--- src/design/beam_cfg.svh ---
////////////////////////////////////////
// Beam front end configuration constants.
////////////////////////////////////////
`ifndef BEAM_CFG_SVH
`define BEAM_CFG_SVH

// audio word width, left-justified MSB first.
`define SAMPLE_BITS 24

// one frame of left samples, scanned as delayed windows.
`define FRAME_LEN   85
`define WIN_LEN     32

// delays run 0, 7, ... 49, so 49 + 32 stays inside the frame.
`define DELTA_STEP  7
`define N_DIR       8
`define DELTA_BITS  6

`define POWER_BITS  32

`endif

--- src/design/beam_pkg.sv ---
////////////////////////////////////////
// Shared types for the beam front end.
////////////////////////////////////////
`default_nettype none

`include "beam_cfg.svh"

package beam_pkg;

    // One audio sample with its one-cycle strobe.
    typedef struct packed {
        logic                           valid;
        logic signed [`SAMPLE_BITS-1:0] data;
    } pcm_sample_t;

    // Power figure for one steering delay.
    typedef struct packed {
        logic [`DELTA_BITS-1:0] delta;
        logic [`POWER_BITS-1:0] power;
    } scan_result_t;

endpackage

`default_nettype wire

--- src/design/beam_top.sv ---
////////////////////////////////////////
// Direction finder front end top level.
////////////////////////////////////////
`timescale 1ns/1ps
`default_nettype none

`include "beam_cfg.svh"

module beam_top (
    input  logic                   i_50M_clk,
    input  logic                   i_rst,
    input  logic                   i_start,
    input  logic                   i_bclk,
    input  logic                   i_lrck,
    input  logic                   i_sdata,
    output beam_pkg::scan_result_t o_result,
    output logic                   o_result_valid,
    output logic                   o_frame_done,
    output logic                   o_frame_ready
);

    import beam_pkg::*;

    pcm_sample_t                    sample;
    logic signed [`SAMPLE_BITS-1:0] read_data;
    logic [`DELTA_BITS-1:0]         delta;
    logic                           advance;
    logic                           rewind;
    logic                           scan_done;

    i2s_recorder u_recorder (
        .i_50M_clk (i_50M_clk),
        .i_rst     (i_rst),
        .i_start   (i_start),
        .i_bclk    (i_bclk),
        .i_lrck    (i_lrck),
        .i_sdata   (i_sdata),
        .o_sample  (sample)
    );

    ring_buffer u_buffer (
        .i_50M_clk     (i_50M_clk),
        .i_rst         (i_rst),
        .i_sample      (sample),
        .i_delta       (delta),
        .i_advance     (advance),
        .i_rewind      (rewind),
        .i_scan_done   (scan_done),
        .o_read_data   (read_data),
        .o_frame_ready (o_frame_ready)
    );

    power_scanner u_scanner (
        .i_50M_clk      (i_50M_clk),
        .i_rst          (i_rst),
        .i_frame_ready  (o_frame_ready),
        .i_read_data    (read_data),
        .o_delta        (delta),
        .o_advance      (advance),
        .o_rewind       (rewind),
        .o_scan_done    (scan_done),
        .o_result       (o_result),
        .o_result_valid (o_result_valid),
        .o_frame_done   (o_frame_done)
    );

endmodule

`default_nettype wire

--- src/design/i2s_recorder.sv ---
////////////////////////////////////////
// I2S recorder: serial audio to left samples.
////////////////////////////////////////
`timescale 1ns/1ps
`default_nettype none

`include "beam_cfg.svh"

module i2s_recorder (
    input  logic                  i_50M_clk,
    input  logic                  i_rst,
    input  logic                  i_start,
    input  logic                  i_bclk,
    input  logic                  i_lrck,
    input  logic                  i_sdata,
    output beam_pkg::pcm_sample_t o_sample
);

    localparam int CNT_W = $clog2(`SAMPLE_BITS + 1);

    logic [2:0]              bclk_sync;
    logic [2:0]              lrck_sync;
    logic [1:0]              sdata_sync;
    logic                    bclk_rise;
    logic                    lrck_edge;
    logic [CNT_W-1:0]        bit_cnt;
    logic                    is_right;
    logic                    started;
    logic                    valid_q;
    logic [`SAMPLE_BITS-1:0] shift_q;

    // stages 0 and 1 synchronize, stage 2 only feeds the edge detect.
    // lrck presets high so a low idle level still arms the first left word.
    always_ff @(posedge i_50M_clk or posedge i_rst) begin
        if (i_rst) begin
            bclk_sync  <= '0;
            lrck_sync  <= '1;
            sdata_sync <= '0;
        end else begin
            bclk_sync  <= {bclk_sync[1:0], i_bclk};
            lrck_sync  <= {lrck_sync[1:0], i_lrck};
            sdata_sync <= {sdata_sync[0], i_sdata};
        end
    end

    assign bclk_rise = bclk_sync[1] & ~bclk_sync[2];
    assign lrck_edge = lrck_sync[1] ^ lrck_sync[2];

    // The counter parks at SAMPLE_BITS, so extra bit clocks fall through.
    always_ff @(posedge i_50M_clk or posedge i_rst) begin
        if (i_rst) begin
            bit_cnt  <= CNT_W'(`SAMPLE_BITS);
            is_right <= 1'b1;
            started  <= 1'b0;
            valid_q  <= 1'b0;
        end else begin
            valid_q <= 1'b0;
            if (i_start) begin
                started <= 1'b1;
            end
            if (lrck_edge) begin
                is_right <= lrck_sync[1];
                bit_cnt  <= '0;
            end else if (bclk_rise && bit_cnt != CNT_W'(`SAMPLE_BITS)) begin
                bit_cnt <= bit_cnt + 1'b1;
                if (bit_cnt == CNT_W'(`SAMPLE_BITS - 1) && !is_right && started) begin
                    valid_q <= 1'b1;
                end
            end
        end
    end

    always_ff @(posedge i_50M_clk) begin
        if (bclk_rise) begin
            shift_q <= {shift_q[`SAMPLE_BITS-2:0], sdata_sync[1]};
        end
    end

    // shift_q holds the finished word during the strobe cycle.
    assign o_sample.valid = valid_q;
    assign o_sample.data  = shift_q;

    // words are many bit clocks apart.
    a_single_strobe: assert property (
        @(posedge i_50M_clk) disable iff (i_rst) valid_q |=> !valid_q
    );

endmodule

`default_nettype wire

--- src/design/power_scanner.sv ---
////////////////////////////////////////
// Steered power scan over a stored frame.
////////////////////////////////////////
`timescale 1ns/1ps
`default_nettype none

`include "beam_cfg.svh"

module power_scanner (
    input  logic                           i_50M_clk,
    input  logic                           i_rst,
    input  logic                           i_frame_ready,
    input  logic signed [`SAMPLE_BITS-1:0] i_read_data,
    output logic [`DELTA_BITS-1:0]         o_delta,
    output logic                           o_advance,
    output logic                           o_rewind,
    output logic                           o_scan_done,
    output beam_pkg::scan_result_t         o_result,
    output logic                           o_result_valid,
    output logic                           o_frame_done
);

    import beam_pkg::*;

    localparam int DIR_W = $clog2(`N_DIR);
    localparam int WIN_W = $clog2(`WIN_LEN);

    typedef enum logic [2:0] {
        S_WAIT,
        S_SETUP,
        S_ACCUM,
        S_EMIT,
        S_DONE
    } scan_state_t;

    scan_state_t             state_q;
    logic [DIR_W-1:0]        dir_q;
    logic [WIN_W-1:0]        sample_q;
    logic                    phase_q;
    logic [`POWER_BITS-1:0]  acc_q;
    logic                    scan_done_q;
    logic [`SAMPLE_BITS-1:0] mag;
    logic                    last_dir;
    logic                    last_sample;
    scan_result_t            result_q;

    // unsigned magnitude, so full-scale negative gives 2^23.
    assign mag = i_read_data[`SAMPLE_BITS-1] ? (~i_read_data + 1'b1) : i_read_data;

    assign last_dir    = (dir_q == DIR_W'(`N_DIR - 1));
    assign last_sample = (sample_q == WIN_W'(`WIN_LEN - 1));
    assign o_delta     = `DELTA_BITS'(dir_q * `DELTA_STEP);

    // phase_q counts the two setup cycles, then splits each sample into
    // a sample/advance cycle and a cycle covering the read register.
    always_ff @(posedge i_50M_clk or posedge i_rst) begin
        if (i_rst) begin
            state_q     <= S_WAIT;
            dir_q       <= '0;
            sample_q    <= '0;
            phase_q     <= 1'b0;
            acc_q       <= '0;
            scan_done_q <= 1'b0;
        end else begin
            case (state_q)
                S_WAIT: begin
                    if (i_frame_ready) begin
                        dir_q    <= '0;
                        sample_q <= '0;
                        phase_q  <= 1'b0;
                        acc_q    <= '0;
                        state_q  <= S_SETUP;
                    end
                end
                S_SETUP: begin
                    phase_q <= !phase_q;
                    if (phase_q) begin
                        state_q <= S_ACCUM;
                    end
                end
                S_ACCUM: begin
                    if (!phase_q) begin
                        acc_q <= acc_q + `POWER_BITS'(mag);
                        if (last_sample) begin
                            state_q <= S_EMIT;
                        end else begin
                            phase_q <= 1'b1;
                        end
                    end else begin
                        phase_q  <= 1'b0;
                        sample_q <= sample_q + 1'b1;
                    end
                end
                S_EMIT: begin
                    acc_q    <= '0;
                    sample_q <= '0;
                    if (last_dir) begin
                        scan_done_q <= 1'b1;
                        state_q     <= S_DONE;
                    end else begin
                        dir_q   <= dir_q + 1'b1;
                        state_q <= S_SETUP;
                    end
                end
                S_DONE: begin
                    scan_done_q <= 1'b0;
                    if (!i_frame_ready) begin
                        state_q <= S_WAIT;
                    end
                end
                default: begin
                    state_q <= S_WAIT;
                end
            endcase
        end
    end

    always_ff @(posedge i_50M_clk) begin
        if (state_q == S_ACCUM && !phase_q && last_sample) begin
            result_q.delta <= o_delta;
            result_q.power <= acc_q + `POWER_BITS'(mag);
        end
    end

    assign o_result       = result_q;
    assign o_result_valid = (state_q == S_EMIT);
    assign o_frame_done   = (state_q == S_EMIT) && last_dir;
    assign o_advance      = (state_q == S_ACCUM) && !phase_q;
    assign o_rewind       = (state_q == S_SETUP) && !phase_q;
    assign o_scan_done    = scan_done_q;

    // window reads are only meaningful while the buffer serves.
    a_advance_in_frame: assert property (
        @(posedge i_50M_clk) disable iff (i_rst) o_advance |-> i_frame_ready
    );

endmodule

`default_nettype wire

--- src/design/ring_buffer.sv ---
////////////////////////////////////////
// Frame store with delayed-window reads.
////////////////////////////////////////
`timescale 1ns/1ps
`default_nettype none

`include "beam_cfg.svh"

module ring_buffer (
    input  logic                           i_50M_clk,
    input  logic                           i_rst,
    input  beam_pkg::pcm_sample_t          i_sample,
    input  logic [`DELTA_BITS-1:0]         i_delta,
    input  logic                           i_advance,
    input  logic                           i_rewind,
    input  logic                           i_scan_done,
    output logic signed [`SAMPLE_BITS-1:0] o_read_data,
    output logic                           o_frame_ready
);

    localparam int IDX_W = $clog2(`FRAME_LEN);
    localparam int POS_W = $clog2(`WIN_LEN);

    typedef enum logic [1:0] {
        S_IDLE,
        S_FILL,
        S_SERVE,
        S_CLEAR
    } buf_state_t;

    buf_state_t                     state_q;
    logic [IDX_W-1:0]               wr_ptr_q;
    logic [POS_W-1:0]               win_pos_q;
    logic [IDX_W-1:0]               rd_idx;
    logic                           write_en;
    logic                           last_write;
    logic signed [`SAMPLE_BITS-1:0] mem [`FRAME_LEN];
    logic signed [`SAMPLE_BITS-1:0] rd_data_q;

    // the first sample after reset is kept, it opens the frame.
    assign write_en   = i_sample.valid && (state_q == S_IDLE || state_q == S_FILL);
    assign last_write = write_en && (wr_ptr_q == IDX_W'(`FRAME_LEN - 1));
    assign rd_idx     = IDX_W'(i_delta) + IDX_W'(win_pos_q);

    always_ff @(posedge i_50M_clk or posedge i_rst) begin
        if (i_rst) begin
            state_q   <= S_IDLE;
            wr_ptr_q  <= '0;
            win_pos_q <= '0;
        end else begin
            case (state_q)
                S_IDLE, S_FILL: begin
                    if (last_write) begin
                        wr_ptr_q <= '0;
                        state_q  <= S_SERVE;
                    end else if (write_en) begin
                        wr_ptr_q <= wr_ptr_q + 1'b1;
                        state_q  <= S_FILL;
                    end
                end
                S_SERVE: begin
                    if (i_scan_done) begin
                        win_pos_q <= '0;
                        state_q   <= S_CLEAR;
                    end else if (i_rewind) begin
                        win_pos_q <= '0;
                    end else if (i_advance && win_pos_q != POS_W'(`WIN_LEN - 1)) begin
                        win_pos_q <= win_pos_q + 1'b1;
                    end
                end
                S_CLEAR: begin
                    wr_ptr_q <= '0;
                    state_q  <= S_FILL;
                end
                default: begin
                    state_q <= S_IDLE;
                end
            endcase
        end
    end

    // Storage is wiped in one cycle on CLEAR.
    always_ff @(posedge i_50M_clk) begin
        if (state_q == S_CLEAR) begin
            for (int i = 0; i < `FRAME_LEN; i++) begin
                mem[i] <= '0;
            end
        end else if (write_en) begin
            mem[wr_ptr_q] <= i_sample.data;
        end
        if (state_q == S_SERVE) begin
            rd_data_q <= mem[rd_idx];
        end
    end

    assign o_read_data   = rd_data_q;
    assign o_frame_ready = (state_q == S_SERVE);

    // the scanner's delay plus window position must stay inside the frame.
    a_rd_idx_range: assert property (
        @(posedge i_50M_clk) disable iff (i_rst)
        (state_q == S_SERVE) |-> (rd_idx <= IDX_W'(`FRAME_LEN - 1))
    );

    a_scan_done_in_serve: assert property (
        @(posedge i_50M_clk) disable iff (i_rst)
        i_scan_done |-> (state_q == S_SERVE)
    );

endmodule

`default_nettype wire

--- config.mk ---
export PLATFORM = sky130hd
export DESIGN_NAME = beam_top
export DESIGN_NICKNAME = d
export VERILOG_FILES = /design/src/design/beam_pkg.sv /design/src/design/beam_top.sv /design/src/design/i2s_recorder.sv /design/src/design/power_scanner.sv /design/src/design/ring_buffer.sv
export VERILOG_INCLUDE_DIRS = /design/src /design/src/design
export SDC_FILE = /design/constraint.sdc
export NUM_CORES = 2
export LEC_CHECK = 0
export BUFFER_PORTS_ARGS = -buffer_cell sky130_fd_sc_hd__buf_4
export CELL_PAD_IN_SITES_DETAIL_PLACEMENT = 1
export CELL_PAD_IN_SITES_GLOBAL_PLACEMENT = 1
export CORE_UTILIZATION = 55
export CTS_CLUSTER_DIAMETER = 200
export DETAILED_ROUTE_END_ITERATION = 12
export PLACE_DENSITY = 0.86
export SLEW_MARGIN = 30
export SYNTH_ARGS = -nofsm -noshare
export SYNTH_HDL_FRONTEND = slang
export SYNTH_SLANG_ARGS = --single-unit
--- constraint.sdc ---
create_clock -name i_50M_clk -period 6 [get_ports i_50M_clk]
set_input_delay 0.6 -clock i_50M_clk [delete_from_list [all_inputs] [get_ports i_50M_clk]]
set_output_delay 0.6 -clock i_50M_clk [all_outputs]
set_load 0.02 [all_outputs]
==> flow_metrics.env <==
export IMPL_run_status="complete, no violations"
export IMPL_powerDensity_mw_per_mm2=290
export IMPL_ys_flop_type="edfxtp_1"
export IMPL_ff2ff_setup_slack_ns=0.19
export IMPL_tightest_slew_ns=1.13
export IMPL_syn_nets=7575
export IMPL_grt_ovfl_total=0
export IMPL_initialDrtViolationCount=13300
export IMPL_routed_via_density=7.03
export IMPL_clkSinkCount=2945
export IMPL_place_congestion=0.920
export IMPL_fmax_mhz=172
export IMPL_start_kind="register"
export IMPL_pin_count=47
export IMPL_met3_length_um=57500
export IMPL_finalSetupTns_ns=0
export IMPL_syn_area_mm2=0.129
export IMPL_finalClockSkew_ns=0.112
export IMPL_r2r_start="u_scanner.dir_q[0]"
export IMPL_slew_violations=0
export IMPL_multiInputGateArea_mm2=0.0391
export IMPL_required_ns=6.75
export IMPL_core_mm2=0.233
export IMPL_crit_slowest_cell="nand2_8"
export IMPL_grt_usage=0.373
export IMPL_worstSetupStartpoint="u_scanner.dir_q[0]"
export IMPL_ff_latch_area_mm2=0.0881
export IMPL_cts_resized_gates=0
export IMPL_worstSkewPairLatency_ns=1.05
export IMPL_ir_drop_v=0.000282
export IMPL_wl_met2_um=204000
export IMPL_end_kind="register"
export IMPL_relSlewSlack=0.245
export IMPL_grt_pass1_wl_um=614000
export IMPL_drive_gt1_frac=0.237
export IMPL_cpPeakStageDelay_ns=0.64
export IMPL_synth_area_per_cell_um2=17.2
export IMPL_tritoncts="built"
export IMPL_hold_violations=0
export IMPL_setup_viol=0
export IMPL_yosys_warnings=0
export IMPL_period_share=0.969
export IMPL_syn2layout_area_growth_pct=11.3
export IMPL_ant_nets=0
export IMPL_htreeDepth=5
export IMPL_critical_path_top_delay_family="adder cells"
export IMPL_path_clk_slew_ns=0.06
export IMPL_maxCapViolCount=0
export IMPL_hp_class="input pin to async pin"
export IMPL_routed_wl_um=440000
export IMPL_synth_edf_count=2870
export IMPL_dp_hpwl_um=251000
export IMPL_cp_cell_sequence="fa_1, ha_1, inv_1, fa_1, inv_1, ha_1, o21ai_0, or2_1, nand2_8, buf_12, mux4_2, o22a_1, a31oi_1, a221oi_1"
export IMPL_rows=177
export IMPL_ys_types=72
export IMPL_nets=7562
export IMPL_fill_cells=20000
export IMPL_placed_cell_area_mm2=0.134
export IMPL_routedWlPerCell_um=40.4
export IMPL_async_reset_ff_frac=0.0255
export IMPL_clockRootBuffer="clkbuf_16"
export IMPL_final_area_mm2=0.144
export IMPL_r2r_end="u_buffer.o_read_data[21]"
export IMPL_portBuffers=46
export IMPL_initial_core_util=0.554
export IMPL_drc_errors=0
export IMPL_drt_met1_wl_um=137000
export IMPL_vias=76500
export IMPL_syn_inst=7517
export IMPL_synth_seq_area_share=0.682
export IMPL_critPathKind="register to register"
export IMPL_cts_buffers=311
export IMPL_path_buf_inv=3
export IMPL_grt_pass1_vias=78700
export IMPL_first_pass_iters=9
export IMPL_final_min_clock_period_ns=5.81
export IMPL_crit_arrival_ns=6.56
export IMPL_critPathMaxFanout=64
export IMPL_power_leakage_nw=42.3
export IMPL_postSynthRegisterBits=2945
export IMPL_grt_antenna_before_repair=67
export IMPL_placed_cells=10300
export IMPL_dieArea_mm2=0.237
export IMPL_grt_max_degree=114
export IMPL_highest_layer="met5"
export IMPL_ff2ff_path_depth=14
export IMPL_final_cells=10900
export IMPL_die_w_um=487
export IMPL_die_h_um=487
export IMPL_clk_path_buf_depth=4
export IMPL_rsz0062_at_grt="false"
-- cell usage after synthesis, types with 15 or more instances --
library cell,count,area (µm²)
a21o_1,15,113
a21oi_1,38,190
a22o_1,33,289
and2_1,2047,12800
and3_1,45,282
buf_2,88,440
buf_4,18,135
clkbuf_1,536,2010
dfrtp_1,69,1730
edfxtp_1,2870,86200
ha_1,47,588
inv_1,26,97.6
mux4_2,870,19600
nand2_1,147,552
nand3_1,25,125
nor2_1,173,649
nor4_1,20,125
o21ai_0,123,616
o22ai_1,18,113
or3_1,17,106
xnor2_1,40,350
xor2_1,22,193
-- metrics by stage --
stage / hold WS (ns) / setup WS [ns] / util / total power [W]
floorplan: 0.331 / 1.79 / - / 0.0229
global placement: 0.342 / 0.464 / 0.574 / 0.0230
detailed placement: 0.337 / 0.591 / 0.574 / 0.0231
CTS: 0.0826 / 0.363 / 0.616 / 0.0417
global route: 0.145 / 0.108 / 0.617 / 0.0422
finish: 0.0912 / 0.187 / 0.617 / 0.0417
-- registers in the layout, indices dropped and copies added, names as in the netlist --
signal and count:
u_recorder.shift_q 24, u_recorder.lrck_sync 3, u_buffer.o_read_data 24, u_recorder.is_right 1, u_recorder.started 1, u_buffer.win_pos_q 5, u_scanner.dir_q 3, u_buffer.wr_ptr_q 7
u_scanner.sample_q 5, u_scanner.o_result 38, u_scanner.o_scan_done 1, u_scanner.state_q 3, u_buffer.mem 2784, u_scanner.acc_q 32, u_scanner.phase_q 1, u_recorder.sdata_sync 2
u_recorder.bclk_sync 3, u_buffer.state_q 2, u_recorder.bit_cnt 5, u_recorder.valid_q 1
-- final cells by class --
class,instances,area share
Tap cell,3132,0.0273
Antenna cell,19,0.000331
Clock inverter,150,0.00935
Timing Repair Buffer,338,0.0207
Sequential cell,2945,0.613
Inverter,28,0.000740
Clock buffer,388,0.0572
Multi-Input combinational cell,3880,0.272
-- cells in the final DEF (no fill, tap or decap), types with 15 or more instances in the layout --
cell	Yosys	routed
nor2_2	13	30
nor2_4	0	42
and2_1	2047	2047
dfrtp_1	69	69
nand3_1	25	24
a21o_1	15	15
ha_1	47	46
clkinv_2	0	54
buf_4	18	294
xnor2_1	40	38
clkbuf_16	0	315
inv_1	26	25
nand2_1	147	137
clkbuf_1	536	67
o21ai_0	123	38
nor4_1	20	20
a22o_1	33	33
o21ai_2	0	84
o22ai_1	18	18
and3_1	45	45
mux4_2	870	870
bufinv_16	0	22
edfxtp_1	2870	2870
buf_12	0	25
xor2_1	22	22
diode_2	0	19
a21oi_1	38	38
clkinv_1	0	52
nor2_1	173	114
-- how the worst max path moves through the flow --
stage / to / cells after the start
floorplan: u_scanner.acc_q[28] / 15
global placement: u_buffer.o_read_data[8] / 14
detailed placement: u_buffer.o_read_data[18] / 14
CTS: u_buffer.o_read_data[21] / 14
global route: u_buffer.o_read_data[21] / 14
finish: u_buffer.o_read_data[21] / 14
-- routing by layer --
| metal | vias up | GRT usage |
|---|---|---|
| met3 | 1844 | 0.116 |
| met5 | - | 0.00204 |
| met1 | 39300 | 0.439 |
| met4 | 54 | 0.282 |
| met2 | 6850 | 0.578 |
| li1 | 28500 | - |
-- cells by family (layout without fill, tap and decap cells) --
kind of cell,count (synthesis),after routing,synth area share
compound gates,318,318,0.0158
buf+inv,692,904,0.0220
flops,2945,2945,0.682
fa+ha+maj,52,52,0.00533
other cells,0,19,0
mux,885,885,0.153
xor+xnor,63,63,0.00442
simple gates,2562,2562,0.118
-- what timing repair did --
action,in CTS,in global routing
hold buffers,5,0
hold endpoints to repair,16,0
buffers inserted,0,0
-- worst reg2reg max path: stages (launching register included) --
cell and delay (ns):
dfrtp_1 0.54, fa_1 0.60, ha_1 0.17, inv_1 0.07, fa_1 0.58, inv_1 0.10, ha_1 0.42, o21ai_0 0.22
or2_1 0.38, nand2_8 0.64, buf_12 0.42, mux4_2 0.55, o22a_1 0.30, a31oi_1 0.44, a221oi_1 0.14
-- power breakdown --
part | total [W] | leakage (nW) | switching, W | internal, W
Clock | 0.0191 | 4.69 | 0.00841 | 0.0107
Sequential | 0.0223 | 22.5 | 0.0000170 | 0.0223
Combinational | 0.000346 | 15.1 | 0.000309 | 0.0000366
Total | 0.0417 | 42.3 | 0.00873 | 0.0330
Note: power is estimated with default switching activity, not from simulation.
